## config.mk

```make
export PLATFORM = sky130hd
export DESIGN_NAME = commit_stage
export DESIGN_NICKNAME = d
export VERILOG_FILES = /design/src/commit_pkg.sv /design/src/commit_stage.sv /design/src/fp_state_commit.sv /design/src/head_commit.sv /design/src/second_commit.sv /design/src/trap_select.sv
export SDC_FILE = /design/constraint.sdc
export NUM_CORES = 1
export LEC_CHECK = 0
export BUFFER_PORTS_ARGS = -buffer_cell sky130_fd_sc_hd__buf_4
export CAP_MARGIN = 20
export CORE_AREA = 2 2 202 204
export DETAILED_ROUTE_END_ITERATION = 10
export DIE_AREA = 0 0 204 206
export MAX_ROUTING_LAYER = met4
export PLACE_DENSITY = 0.3
export SLEW_MARGIN = 25
export SYNTH_ARGS = -nofsm -noshare
export SYNTH_HDL_FRONTEND = slang
export SYNTH_SLANG_ARGS = --single-unit
```

## constraint.sdc

```tcl
create_clock -name vclk -period 4.4
set_clock_uncertainty 0.1 [all_clocks]
set_input_delay 1.1 -clock vclk [all_inputs]
set_output_delay 1.1 -clock vclk [all_outputs]
set_load 0.02 [all_outputs]
```

## src/commit_pkg.sv

```systemverilog
// commit stage package
// shared widths, functional unit and operation encodings, scoreboard entry
// and request structs, plus helpers that classify retiring operations

`default_nettype none

package commit_pkg;

    // ------------------------------
    // widths
    // ------------------------------
    // data and pc width
    localparam int unsigned XLEN            = 32;
    // architectural register address
    localparam int unsigned REG_ADDR_BITS   = 5;
    // scoreboard transaction id
    localparam int unsigned TRANS_ID_BITS   = 3;
    // the commit logic below is written for exactly two ports
    localparam int unsigned NR_COMMIT_PORTS = 2;
    // exception cause word
    localparam int unsigned CAUSE_BITS      = 8;
    // accrued fp exception flags (nv, dz, of, uf, nx)
    localparam int unsigned FFLAGS_BITS     = 5;

    // ------------------------------
    // encodings
    // ------------------------------
    // functional unit that executed the entry
    typedef enum logic [2:0] {
        NONE,
        LOAD,
        STORE,
        ALU,
        CTRL_FLOW,
        MULT,
        CSR,
        FPU
    } fu_t;

    // operation where ADD doubles as the csr no-op
    typedef enum logic [4:0] {
        ADD,
        SUB,
        ANDL,
        ORL,
        XORL,
        SLTS,
        // csr instructions
        CSR_WRITE,
        CSR_READ,
        CSR_SET,
        CSR_CLEAR,
        // memory ordering and tlb maintenance
        FENCE,
        FENCE_I,
        SFENCE_VMA,
        // floating point
        FADD,
        FMUL,
        FCVT_W_S,
        FLD
    } op_t;

    // cause word read as a trap code or as the fflags of an fpu result
    typedef union packed {
        logic [CAUSE_BITS-1:0] code;
        struct packed {
            logic [CAUSE_BITS-FFLAGS_BITS-1:0] pad;
            logic [FFLAGS_BITS-1:0]            fflags;
        } fp;
    } cause_u;

    // ------------------------------
    // structs
    // ------------------------------
    typedef struct packed {
        logic            valid;
        cause_u          cause;
        logic [XLEN-1:0] tval;
    } exception_t;

    // one scoreboard entry as seen at commit
    typedef struct packed {
        logic                     valid;
        logic [XLEN-1:0]          pc;
        logic [TRANS_ID_BITS-1:0] trans_id;
        fu_t                      fu;
        op_t                      op;
        logic [REG_ADDR_BITS-1:0] rd;
        logic [XLEN-1:0]          result;
        exception_t               ex;
    } sb_entry_t;

    // register file write for one commit port
    typedef struct packed {
        logic                     we_gpr;
        logic                     we_fpr;
        logic [REG_ADDR_BITS-1:0] waddr;
        logic [XLEN-1:0]          wdata;
    } rf_write_t;

    // request towards the csr file
    typedef struct packed {
        op_t             op;
        logic [XLEN-1:0] wdata;
        logic            write_fflags;
        logic            commit;
    } csr_req_t;

    // flush requests to the controller
    typedef struct packed {
        logic fence;
        logic fence_i;
        logic sfence_vma;
    } fence_req_t;

    // ------------------------------
    // helpers
    // ------------------------------
    // destination lives in the fp register file
    function automatic logic is_rd_fpr(op_t op);
        return op inside {FADD, FMUL, FLD};
    endfunction

    // executed by the fpu and so may accrue fflags
    function automatic logic is_fpu(fu_t fu);
        return fu == FPU;
    endfunction

endpackage

`default_nettype wire

```

## src/commit_stage.sv

```systemverilog
// two port commit stage
// retires up to two scoreboard entries per cycle into architectural state

`timescale 1ns/1ps
`default_nettype none

module commit_stage import commit_pkg::*; (
    input  wire                                   clk_i,
    input  wire                                   rst_n_i,
    // controller
    input  wire                                   halt_i,
    input  wire                                   flush_dcache_i,
    input  wire                                   single_step_i,
    output exception_t                            exception_o,
    output logic                                  dirty_fp_state_o,
    // scoreboard
    input  wire  sb_entry_t [NR_COMMIT_PORTS-1:0] commit_instr_i,
    output logic [NR_COMMIT_PORTS-1:0]            commit_ack_o,
    // register files
    output rf_write_t [NR_COMMIT_PORTS-1:0]       rf_write_o,
    // csr file and pc gen
    output logic [XLEN-1:0]                       pc_o,
    output csr_req_t                              csr_req_o,
    input  wire  [XLEN-1:0]                       csr_rdata_i,
    input  wire  exception_t                      csr_exception_i,
    // lsu
    output logic                                  commit_lsu_o,
    input  wire                                   commit_lsu_ready_i,
    output logic [TRANS_ID_BITS-1:0]              commit_tran_id_o,
    input  wire                                   no_st_pending_i,
    // flush requests
    output fence_req_t                            fence_req_o
);

    // flags merged from both ports and fed back to port 0
    logic                   fflags_we;
    logic [FFLAGS_BITS-1:0] fflags;

    assign pc_o             = commit_instr_i[0].pc;
    assign commit_tran_id_o = commit_instr_i[0].trans_id;

    // ------------------------------
    // trap and port 0
    // ------------------------------
    trap_select i_trap_select (
        .clk_i           (clk_i),
        .rst_n_i         (rst_n_i),
        .head_i          (commit_instr_i[0]),
        .csr_exception_i (csr_exception_i),
        .halt_i          (halt_i),
        .exception_o     (exception_o)
    );

    head_commit i_head_commit (
        .clk_i              (clk_i),
        .rst_n_i            (rst_n_i),
        .head_i             (commit_instr_i[0]),
        .halt_i             (halt_i),
        .flush_dcache_i     (flush_dcache_i),
        .csr_exception_i    (csr_exception_i),
        .csr_rdata_i        (csr_rdata_i),
        .commit_lsu_ready_i (commit_lsu_ready_i),
        .no_st_pending_i    (no_st_pending_i),
        .fflags_we_i        (fflags_we),
        .fflags_i           (fflags),
        .ack_o              (commit_ack_o[0]),
        .rf_write_o         (rf_write_o[0]),
        .commit_lsu_o       (commit_lsu_o),
        .csr_req_o          (csr_req_o),
        .fence_req_o        (fence_req_o)
    );

    // ------------------------------
    // port 1 and fp state
    // ------------------------------
    second_commit i_second_commit (
        .clk_i             (clk_i),
        .rst_n_i           (rst_n_i),
        .entry_i           (commit_instr_i[1]),
        .head_ack_i        (commit_ack_o[0]),
        .head_fu_i         (commit_instr_i[0].fu),
        .flush_dcache_i    (flush_dcache_i),
        .single_step_i     (single_step_i),
        .exception_valid_i (exception_o.valid),
        .ack_o             (commit_ack_o[1]),
        .rf_write_o        (rf_write_o[1])
    );

    fp_state_commit i_fp_state_commit (
        .entries_i        (commit_instr_i),
        .acks_i           (commit_ack_o),
        .fflags_we_o      (fflags_we),
        .fflags_o         (fflags),
        .dirty_fp_state_o (dirty_fp_state_o)
    );

endmodule

`default_nettype wire

```

## src/fp_state_commit.sv

```systemverilog
// fp state update
// accrues fflags of retiring fpu instructions and marks the fs field dirty

`timescale 1ns/1ps
`default_nettype none

module fp_state_commit import commit_pkg::*; (
    input  wire  sb_entry_t [NR_COMMIT_PORTS-1:0] entries_i,
    input  wire  [NR_COMMIT_PORTS-1:0]            acks_i,
    output logic                                  fflags_we_o,
    output logic [FFLAGS_BITS-1:0]                fflags_o,
    output logic                                  dirty_fp_state_o
);

    always_comb begin
        fflags_we_o      = 1'b0;
        fflags_o         = '0;
        dirty_fp_state_o = 1'b0;
        for (int i = 0; i < NR_COMMIT_PORTS; i++) begin
            // fpu entries carry their flags in the cause word
            if (acks_i[i] && is_fpu(entries_i[i].fu)) begin
                fflags_we_o = 1'b1;
                fflags_o    = fflags_o | entries_i[i].ex.cause.fp.fflags;
            end
            // fpu ops and fp loads both touch fp state
            if (acks_i[i] && (is_fpu(entries_i[i].fu) || is_rd_fpr(entries_i[i].op))) begin
                dirty_fp_state_o = 1'b1;
            end
        end
    end

endmodule

`default_nettype wire

```

## src/head_commit.sv

```systemverilog
// commit port 0
// retires the oldest entry: register write, store commit, csr commit,
// fence requests and the fflags write towards the csr file

`timescale 1ns/1ps
`default_nettype none

module head_commit import commit_pkg::*; (
    input  wire        clk_i,
    input  wire        rst_n_i,
    input  wire        sb_entry_t  head_i,
    input  wire        halt_i,
    input  wire        flush_dcache_i,
    input  wire        exception_t csr_exception_i,
    input  wire        [XLEN-1:0] csr_rdata_i,
    input  wire        commit_lsu_ready_i,
    input  wire        no_st_pending_i,
    input  wire        fflags_we_i,
    input  wire        [FFLAGS_BITS-1:0] fflags_i,
    output logic       ack_o,
    output rf_write_t  rf_write_o,
    output logic       commit_lsu_o,
    output csr_req_t   csr_req_o,
    output fence_req_t fence_req_o
);

    logic retire_ok;
    logic is_fence;
    logic is_fence_i;
    logic is_sfence;
    logic fence_any;
    logic is_store;
    logic is_csr;
    logic store_gate;
    logic csr_gate;
    logic fence_gate;
    logic ack;

    // ------------------------------
    // classify the head
    // ------------------------------
    // valid, no earlier exception, not halted
    assign retire_ok  = head_i.valid && !head_i.ex.valid && !halt_i;

    assign is_fence   = head_i.op == FENCE;
    assign is_sfence  = head_i.op == SFENCE_VMA;
    // a dcache flush turns any non-store head into a fence.i
    assign is_fence_i = (head_i.op == FENCE_I) || (flush_dcache_i && head_i.fu != STORE);
    assign fence_any  = is_fence || is_fence_i || is_sfence;

    // fence ops are never handed to the store buffer
    assign is_store   = (head_i.fu == STORE) && !fence_any;
    assign is_csr     = head_i.fu == CSR;

    // ------------------------------
    // retire gates
    // ------------------------------
    // store waits for room in the lsu commit buffer
    assign store_gate = !is_store || commit_lsu_ready_i;
    // csr instruction stalls when the csr file traps
    assign csr_gate   = !is_csr || !csr_exception_i.valid;
    // fences wait for the store buffer to drain
    assign fence_gate = !fence_any || no_st_pending_i;

    assign ack   = retire_ok && store_gate && csr_gate && fence_gate;
    assign ack_o = ack;

    // lsu and flush strobes only fire with the retiring head
    assign commit_lsu_o           = ack && is_store;
    assign fence_req_o.fence      = ack && is_fence;
    assign fence_req_o.fence_i    = ack && is_fence_i;
    assign fence_req_o.sfence_vma = ack && is_sfence;

    // ------------------------------
    // register write
    // ------------------------------
    assign rf_write_o.we_fpr = ack && is_rd_fpr(head_i.op);
    assign rf_write_o.we_gpr = ack && !is_rd_fpr(head_i.op);
    assign rf_write_o.waddr  = head_i.rd;
    // csr instructions return the old csr value
    assign rf_write_o.wdata  = (is_csr && !csr_exception_i.valid) ? csr_rdata_i : head_i.result;

    // ------------------------------
    // csr request
    // ------------------------------
    always_comb begin
        // csr nop by default
        csr_req_o.op           = ADD;
        csr_req_o.wdata        = '0;
        csr_req_o.write_fflags = fflags_we_i;
        csr_req_o.commit       = ack && is_csr;
        // merged flags from both ports
        if (fflags_we_i) begin
            csr_req_o.wdata = {{(XLEN-FFLAGS_BITS){1'b0}}, fflags_i};
        end
        // op and operand of a csr head go out even when it stalls
        if (retire_ok && is_csr) begin
            csr_req_o.op    = head_i.op;
            csr_req_o.wdata = head_i.result;
        end
    end

    // ------------------------------
    // assertions
    // ------------------------------
    a_ack_needs_valid: assert property (
        @(posedge clk_i) disable iff (!rst_n_i)
        ack_o |-> head_i.valid
    );

    // a store commit and a pipeline flush never share a cycle
    a_lsu_fence_excl: assert property (
        @(posedge clk_i) disable iff (!rst_n_i)
        !(commit_lsu_o && (|fence_req_o))
    );

endmodule

`default_nettype wire

```

## src/second_commit.sv

```systemverilog
// commit port 1
// lets the second entry retire in the same cycle as the head when safe

`timescale 1ns/1ps
`default_nettype none

module second_commit import commit_pkg::*; (
    input  wire       clk_i,
    input  wire       rst_n_i,
    input  wire       sb_entry_t entry_i,
    input  wire       head_ack_i,
    input  wire       fu_t head_fu_i,
    input  wire       flush_dcache_i,
    input  wire       single_step_i,
    input  wire       exception_valid_i,
    output logic      ack_o,
    output rf_write_t rf_write_o
);

    logic head_ok;
    logic entry_ok;

    // head retires and is no csr instruction, no flush, no stepping, no trap
    assign head_ok = head_ack_i && head_fu_i != CSR && !flush_dcache_i
                     && !single_step_i && !exception_valid_i;

    // only units without side effects at commit may pair up
    assign entry_ok = entry_i.valid && !entry_i.ex.valid
                      && (entry_i.fu inside {ALU, LOAD, CTRL_FLOW, MULT, FPU});

    assign ack_o = head_ok && entry_ok;

    // register write for port 1
    assign rf_write_o.we_fpr = ack_o && is_rd_fpr(entry_i.op);
    assign rf_write_o.we_gpr = ack_o && !is_rd_fpr(entry_i.op);
    assign rf_write_o.waddr  = entry_i.rd;
    assign rf_write_o.wdata  = entry_i.result;

    // ------------------------------
    // assertions
    // ------------------------------
    // retirement stays in order across the two ports
    a_in_order: assert property (
        @(posedge clk_i) disable iff (!rst_n_i)
        ack_o |-> head_ack_i
    );

endmodule

`default_nettype wire

```

## src/trap_select.sv

```systemverilog
// exception select
// picks the trap sent to the controller from the head entry and csr file

`timescale 1ns/1ps
`default_nettype none

module trap_select import commit_pkg::*; (
    input  wire        clk_i,
    input  wire        rst_n_i,
    input  wire        sb_entry_t  head_i,
    input  wire        exception_t csr_exception_i,
    input  wire        halt_i,
    output exception_t exception_o
);

    always_comb begin
        exception_o = '0;
        // only a valid head can trap
        if (head_i.valid) begin
            // csr trap or interrupt keeps the tval of the head entry
            if (csr_exception_i.valid) begin
                exception_o      = csr_exception_i;
                exception_o.tval = head_i.ex.tval;
            end
            // an earlier exception (e.g. fetch page fault) has priority
            if (head_i.ex.valid) begin
                exception_o = head_i.ex;
            end
        end
        // nothing is taken while halted
        if (halt_i) begin
            exception_o.valid = 1'b0;
        end
    end

    // ------------------------------
    // assertions
    // ------------------------------
    // an empty commit slot never raises a trap
    a_no_exc_without_head: assert property (
        @(posedge clk_i) disable iff (!rst_n_i)
        !head_i.valid |-> !exception_o.valid
    );

endmodule

`default_nettype wire
```

==> results.py, run 1 <==
metrics = {
    "drt": {
        "drtIter0Drc": 68,
        "wl_um": 13000,
        "drtPass1Iterations": 4,
        "num_vias": 2677,
        "wire_per_inst_um": 13.0,
        "drc": 0,
        "ant_nets": 0,
        "vias_per_cell": 2.66,
    },
    "synth": {
        "yosys-top-cells-area": "buf_4 30%, and2_1 20%, mux2_2 18%, nor2_1 5.0%, nand3_1 2.5%",
        "yosysMostFrequentCell": "buf_4",
        "yosys.area.top_type_share_pct": 29.9,
        "yosysWarnings": 0,
        "synth-seq-area-share_pct": 0,
        "syn_inst": 286,
        "synthTopCellsByCount": "81 x buf_4, 64 x and2_1, 32 x mux2_2",
        "netlist_area_sq_um": 2030,
        "synth_top_area_cell": "buf_4",
        "syn-num-nets": 610,
        "syn_avg_cell_area_sq_um": 7.10,
        "yosysUniqueCellTypes": 42,
    },
    "placement": {
        "gp_congestion": 0.682,
        "hpwl_um": 11900,
        "dp_cells": 1003,
        "postPlaceCellArea_sq_um": 4180,
        "post-place-ws_ns": 0.236,
        "portBuffers": 266,
    },
    "global_routing": {
        "grt_max_degree": 33,
        "grt_pass1_vias": 2624,
        "grt_overflow": 0,
        "grt_pass1_wl_um": 16700,
        "gr-usage-all-layers_pct": 5.66,
        "antenna_found_initial": 1,
    },
    "layout": {
        "final.clkbuf_count": 0,
        "final_util_pct": 10.4,
        "fill_cells": 4734,
        "final_cells": 1005,
        "fin_nets": 797,
        "fin_area_sq_um": 4180,
        "drive_above_1_share_pct": 68.4,
        "syn_to_final_growth_pct": 106,
        "seq_area_sq_um": 0,
        "multiInputGateArea_sq_um": 1360,
        "seq_cell_count": 0,
    },
    "timing": {
        "final.min_clock_period_ns": 4.07,
        "hold-worst-slack_ns": 2.10,
        "finalMaxSlewViolations": 0,
        "fin_ws_ns": 0.334,
        "timing.setup.tns_ns": 0,
        "post-route-period-util_pct": 92.4,
        "fmax_mhz": 246,
        "slew_headroom_pct": 46.3,
        "max_slew.worst_pin.slew_ns": 0.798,
        "hold_viol_final": 0,
        "setup_violations": 0,
        "rsz0062_at_grt": "false",
    },
    "flow_run": {
        "drv_cap": 0,
    },
    "pwr": {
        "power_leakage_nw": 1.92,
        "p_int_mw": 0.175,
        "powerDensity_nw_per_um2": 77.6,
        "swShare_pct": 46.0,
        "p_comb_share_pct": 100.0,
        "power.switching_mw": 0.149,
        "p_seq_share_pct": 0,
        "p_clk_share_pct": 0,
        "ir_drop_v": 0.0000293,
        "p_total_mw": 0.325,
    },
    "floorplanning": {
        "core_area_sq_um": 40200,
        "fp.dieH_um": 206,
        "start_util_pct": 5.05,
        "die_w_um": 204,
        "die_area_sq_um": 42000,
        "pin_count": 524,
        "rows": 74,
    },
    "critical_path": {
        "endpoint_kind": "output port",
        "crit_path_max_fanout": 6,
        "cp.required_ns": 3.20,
        "critPathKind": "in -> out",
        "worstPathArrival_ns": 2.87,
        "critPathLaunchType": "primary input",
    },
    "outcome": {
        "outcome": "complete, no violations",
    },
    "cts": {
        "cts_resized": 0,
        "holdBufCountCts": 0,
        "post_cts.repair.setup_buffers": 0,
    },
    "worst_hold_path": {
        "hp-class": "in -> out",
    },
}
critical path: stages:
cell and delay (ns):
buf_4 0.14, nor4b_1 0.32, buf_4 0.18, o311a_1 0.15, buf_4 0.13, and4_1 0.26
buf_12 0.13, nand3_1 0.07, a31oi_1 0.20, buf_4 0.17
worst paths after layout:
path                          startpoint                  end  cells past startpoint
worst min-delay path  commit_instr_i[87]  commit_tran_id_o[1]                      0
worst max-delay path      flush_dcache_i         csr_req_o[5]                     10
power by group through the flow:
stage / combinational (mW) / sequential [mW] / clock [mW]
floorplan: 0.228 / 0 / 0
global placement: 0.333 / 0 / 0
detailed placement: 0.333 / 0 / 0
CTS: 0.333 / 0 / 0
global route: 0.349 / 0 / 0.0000000304
finish: 0.325 / 0 / 0.0000000522
cells in the final DEF, fill, tap and decap left out, types with 2 or more instances in the layout:
master	count
buf_4	276
nand2b_1	3
inv_1	4
a31oi_1	5
nor4b_1	2
buf_12	3
nor3b_1	3
nor3_1	2
nand2_1	3
diode_2	2
and3_1	2
and2_1	64
nand3_1	10
nor2_1	26
a22oi_1	5
mux2_2	32
mux2i_1	4
cell type report:
cell class / count / area share (%)
inverter: 5 / 0.509
tap: 532 / 15.9
timing repair buffer: 279 / 51.0
multi-input combinational: 187 / 32.5
antenna: 2 / 0.120
cells by family after synthesis:
family / synth area share (%)
mux: 19.7
compound gates: 9.55
xor+xnor: 0.431
simple gates: 36.7
buf+inv: 33.6
metal layers:
layer,wire [um],up-vias,GRT usage [%]
met5,0,-,-
met4,709,0,2.72
met3,1280,46,0.978
met2,6940,224,11.6
met1,4090,1156,4.93
li1,-,1251,-
Note: power is estimated with default switching activity, not from simulation.
==> inputs of run 2 (changes only) <==
--- a/config.mk
+++ b/config.mk
@@ -7,11 +7,12 @@
 export LEC_CHECK = 0
 export BUFFER_PORTS_ARGS = -buffer_cell sky130_fd_sc_hd__buf_4
 export CAP_MARGIN = 20
-export CORE_AREA = 2 2 202 204
+export CORE_AREA = 2 2 205 207
 export DETAILED_ROUTE_END_ITERATION = 10
-export DIE_AREA = 0 0 204 206
+export DIE_AREA = 0 0 207 209
 export MAX_ROUTING_LAYER = met4
 export PLACE_DENSITY = 0.3
+export SETUP_SLACK_MARGIN = 0.3
 export SLEW_MARGIN = 25
 export SYNTH_ARGS = -nofsm -noshare
 export SYNTH_HDL_FRONTEND = slang
==> constraint.sdc (replaced) <==
create_clock -name vclk -period 4.2
set_clock_uncertainty 0.1 [all_clocks]
set_input_delay 1.05 -clock vclk [all_inputs]
set_output_delay 1.05 -clock vclk [all_outputs]
set_load 0.02 [all_outputs]
==> run 2 against run 1 <==
  * Setup slack gained 0.043 ns
  * Sequential share of layout area is the same
  * Sequential cell count unchanged
  * Routed wire length shrank 2.2%
  * Core utilization is 0.11 points lower
  * Largest power group unchanged
  * Die area up 2.9%
  * Critical path depth decreased by 1
  * Design area grew 1.7%
==> results.py, run 2 (same netlist as run 1, synthesis figures left out) <==
metrics = {
    "outcome": {
        "outcome": "complete, no violations",
    },
    "critical_path": {
        "cpLargestDelayFamily": "simple AND/OR/NAND/NOR gates",
        "crit_top_cell": "buf_4",
        "max_stage_delay_ns": 0.40,
        "slowest_stage": "or3b_4",
        "path_cells": "buf_4 > or3b_4 > a2111oi_4 > nor2_2 > o21ai_4 > inv_4 > buf_4 > and2_1 > buf_4",
        "critPathKind": "in -> out",
        "critPathLaunchType": "primary input",
        "endpoint_kind": "output port",
        "crit_path_max_fanout": 8,
        "cp_num_buf_inv": 4,
        "worstPathArrival_ns": 2.67,
        "cp.required_ns": 3.05,
    },
    "drt": {
        "vias_per_cell": 2.68,
        "wl_um": 12700,
        "ant_nets": 0,
        "wire_per_inst_um": 12.5,
        "drtPass1Iterations": 4,
        "num_vias": 2720,
        "drtIter0Drc": 27,
        "drc": 0,
    },
    "layout": {
        "final.clkbuf_count": 0,
        "final_cell_mix": "278 x buf_4, 64 x and2_1, 32 x mux2_2",
        "final_common_cell": "buf_4",
        "drive_above_1_share_pct": 69.5,
        "seq_area_sq_um": 0,
        "syn_to_final_growth_pct": 109,
        "seq_cell_count": 0,
        "fin_nets": 801,
    },
    "global_routing": {
        "grt_max_degree": 33,
        "use_met3_pct": 1.26,
        "grt.met2_usage_pct": 10.8,
        "grt_overflow": 0,
        "grt.met1_usage_pct": 5.14,
        "grt_pass1_wl_um": 17300,
        "busiest_layer": "met2",
        "grt_pass1_vias": 2800,
        "antenna_found_initial": 1,
        "gr-usage-all-layers_pct": 5.49,
    },
    "pwr": {
        "ir_drop_v": 0.0000277,
        "power_leakage_nw": 1.95,
        "powerDensity_nw_per_um2": 81.1,
    },
    "timing": {
        "rsz0062_at_grt": "true",
        "fmax_mhz": 262,
        "timing.setup.tns_ns": 0,
        "slew_headroom_pct": 70.7,
        "finalMaxSlewViolations": 0,
        "final.min_clock_period_ns": 3.82,
        "hold_viol_final": 0,
        "max_slew.worst_pin.slew_ns": 0.440,
        "hold-worst-slack_ns": 2.00,
        "post-route-period-util_pct": 91.0,
        "setup_violations": 0,
    },
    "placement": {
        "portBuffers": 266,
        "hpwl_um": 11600,
        "gp_congestion": 0.701,
    },
    "floorplanning": {
        "pin_count": 524,
        "die_w_um": 207,
        "fp.dieH_um": 209,
        "core_area_sq_um": 41300,
        "die_area_sq_um": 43300,
        "start_util_pct": 4.92,
        "rows": 75,
    },
    "cts": {
        "holdBufCountCts": 0,
    },
    "worst_hold_path": {
        "hp-class": "in -> out",
    },
    "flow_run": {
        "drv_cap": 0,
    },
}
-- run 2: cell count changes in the layout (fill, tap and decap cells not counted) --
cell     delta
buf_6       +2
a21oi_2     +1
nor4b_4     +1
a21oi_1     -1
and4_4      +1
and4_1      -1
buf_4       +2
nor4b_1     -1
nor3b_1     -1
diode_2     -1
nor3b_2     +1
-- run 2: through the flow --
stage	area [sq um]	power [mW]	std cells	util (%)	setup WS [ns]
floorplan	2030	0.239	286	-	0.460
global placement	4200	0.352	1012	10.2	0.188
detailed placement	4200	0.352	1012	10.2	0.188
CTS	4230	0.355	1014	10.3	0.298
global route	4250	0.372	1015	10.3	0.286
finish	4250	0.345	1015	10.3	0.377
-- run 2: path summary, 6_finish.rpt --
check,start,end,slack [ns],cells past startpoint
setup / recovery,commit_instr_i[79],rf_write_o[37],0.38,9
hold / removal,commit_instr_i[99],pc_o[10],2.00,0
-- run 2: cell type report --
class | instances | area (sq um)
fill | 4841 | 37000
inverter | 5 | 21.3
timing repair buffer | 283 | 2170
tap | 539 | 674
antenna | 1 | 2.50
multi-input combinational | 187 | 1390
-- run 2: layer usage --
layer,vias to the layer above,routed length [um]
li1,1259,-
met1,1176,4210
met2,235,6710
met3,50,1240
met4,0,571
met5,-,0
-- run 2: power breakdown --
part | switching [mW] | total, mW | internal, mW
clock network | 0 | 0.0000000319 | 0.0000000318
logic | 0.158 | 0.345 | 0.187
registers | 0 | 0 | 0
total | 0.158 | 0.345 | 0.187
-- run 2: repair_timing --
item                                    4_1_cts  5_1_grt
gates resized for setup                       4        3
setup buffers                                 2        0
endpoints found under the setup margin       12        8
pin swaps                                     1        3
==> inputs of run 3 (changes only) <==
--- a/config.mk
+++ b/config.mk
@@ -7,9 +7,9 @@
 export LEC_CHECK = 0
 export BUFFER_PORTS_ARGS = -buffer_cell sky130_fd_sc_hd__buf_4
 export CAP_MARGIN = 20
-export CORE_AREA = 2 2 205 207
+export CORE_AREA = 4 4 201 203
 export DETAILED_ROUTE_END_ITERATION = 10
-export DIE_AREA = 0 0 207 209
+export DIE_AREA = 0 0 205 207
 export MAX_ROUTING_LAYER = met4
 export PLACE_DENSITY = 0.3
 export SETUP_SLACK_MARGIN = 0.3
==> run 3 against run 2 <==
  * Critical path depth stayed put
  * Sequential share of layout area unchanged
  * Sequential cell count unchanged
  * Die area is 1.9% lower
  * First-iteration DRC count rose by 140%
  * Count of clock-buffer cells in the layout unchanged
  * Worst hold slack unchanged
  * Routed wire length is 8.6% higher
  * Core utilization increased by 0.58 points
  * Combinational power barely moved
  * Fmax down 1.0%
  * Global-route usage up 0.37 points
  * Largest cell class unchanged
  * Highest routed layer unchanged
==> results.py, run 3 (same netlist as run 1, synthesis figures left out) <==
metrics = {
    "drt": {
        "wire_per_inst_um": 14.0,
        "num_vias": 2674,
        "ant_nets": 0,
        "vias_per_cell": 2.70,
        "wl_um": 13800,
        "drtPass1Iterations": 4,
        "drc": 0,
        "drtIter0Drc": 64,
    },
    "timing": {
        "hold-worst-slack_ns": 2.00,
        "slew_headroom_pct": 58.1,
        "fmax_mhz": 259,
        "post-route-period-util_pct": 92.0,
        "hold_viol_final": 0,
        "setup_violations": 0,
        "rsz0062_at_grt": "true",
        "timing.setup.tns_ns": 0,
        "finalMaxSlewViolations": 0,
        "max_slew.worst_pin.slew_ns": 0.620,
        "final.min_clock_period_ns": 3.86,
    },
    "critical_path": {
        "crit_path_max_fanout": 8,
        "crit_top_cell": "buf_4",
        "critPathLaunch": "commit_instr_i[79]",
        "cp.required_ns": 3.05,
        "path_depth": 9,
        "path_cells": "buf_4 > or3b_4 > a2111oi_4 > nor2_2 > o21ai_4 > inv_4 > buf_4 > and2_1 > buf_4",
        "critPathLaunchType": "primary input",
        "worstPathArrival_ns": 2.71,
        "endpoint_kind": "output port",
        "critPathKind": "in -> out",
        "max_stage_delay_ns": 0.41,
        "slowest_stage": "or3b_4",
        "crit_end": "rf_write_o[37]",
        "cp_num_buf_inv": 4,
        "cpLargestDelayFamily": "simple AND/OR/NAND/NOR gates",
    },
    "global_routing": {
        "antenna_found_initial": 1,
        "gr-usage-all-layers_pct": 5.86,
        "grt_pass1_vias": 2862,
        "grt_overflow": 0,
        "grt_pass1_wl_um": 18100,
        "grt_max_degree": 33,
    },
    "placement": {
        "portBuffers": 266,
        "gp_congestion": 0.651,
        "hpwl_um": 12600,
    },
    "layout": {
        "drive_above_1_share_pct": 69.2,
        "final_common_cell": "buf_4",
        "final_cell_mix": "276 x buf_4, 64 x and2_1, 32 x mux2_2",
        "seq_cell_count": 0,
        "fill_cells": 4455,
        "syn_to_final_growth_pct": 106,
        "seq_area_sq_um": 0,
        "fin_nets": 797,
        "final.clkbuf_count": 0,
        "final_util_pct": 10.9,
    },
    "pwr": {
        "power_leakage_nw": 1.92,
        "powerDensity_nw_per_um2": 82.4,
        "p_total_mw": 0.345,
        "ir_drop_v": 0.0000325,
    },
    "floorplanning": {
        "pin_count": 524,
        "fp.dieH_um": 207,
        "rows": 72,
        "die_area_sq_um": 42400,
        "start_util_pct": 5.28,
        "core_area_sq_um": 38500,
        "die_w_um": 205,
    },
    "flow_run": {
        "drv_cap": 0,
    },
    "cts": {
        "holdBufCountCts": 0,
    },
    "outcome": {
        "outcome": "complete, no violations",
    },
    "worst_hold_path": {
        "hp-class": "in -> out",
    },
}
-- run 3: how the worst min path moves through the flow --
| stage | from | endpoint | depth (start not counted) |
|---|---|---|---|
| final | commit_instr_i[164] | rf_write_o[40] | 0 |
| after global routing | commit_instr_i[187] | rf_write_o[63] | 0 |
| after CTS | commit_instr_i[87] | commit_tran_id_o[1] | 0 |
| after detailed placement | commit_instr_i[87] | commit_tran_id_o[1] | 0 |
| after global placement | commit_instr_i[87] | commit_tran_id_o[1] | 0 |
| after floorplan | commit_instr_i[78] | fence_req_o[2] | 1 |
-- run 3: layer usage --
metal	track usage [%]	share of wire, %
met1	5.46	33
met5	-	0
met2	11.3	50
met3	1.24	11
met4	2.70	5.7
-- run 3: layout make-up --
| type | count | area [sq um] | area share [%] |
|---|---|---|---|
| timing repair buffer | 279 | 2130 | 51.0 |
| inverter | 5 | 21.3 | 0.508 |
| multi-input combinational | 187 | 1380 | 33.0 |
| tap | 518 | 648 | 15.5 |
| antenna | 1 | 2.50 | 0.0598 |
-- run 3: through the flow --
| step | area (sq um) | setup WS, ns | std cells |
|---|---|---|---|
| after floorplan | 2030 | 0.460 | 286 |
| after global placement | 4150 | 0.187 | 987 |
| after detailed placement | 4150 | 0.188 | 987 |
| after CTS | 4160 | 0.257 | 988 |
| after global routing | 4180 | 0.274 | 990 |
| final | 4180 | 0.337 | 990 |
-- run 3: report_power, final --
part / leakage (nW) / internal [mW] / switching (mW)
combinational: 1.92 / 0.185 / 0.160
sequential: 0 / 0 / 0
clock: 0.00000634 / 0.0000000319 / 0
-- run 3: repair_timing --
action / in CTS / in global routing
endpoints found under the setup margin: 7 / 10
setup buffers: 1 / 1
resized for setup: 2 / 2
pin swaps: 0 / 2
hold endpoints to repair: 0 / 0
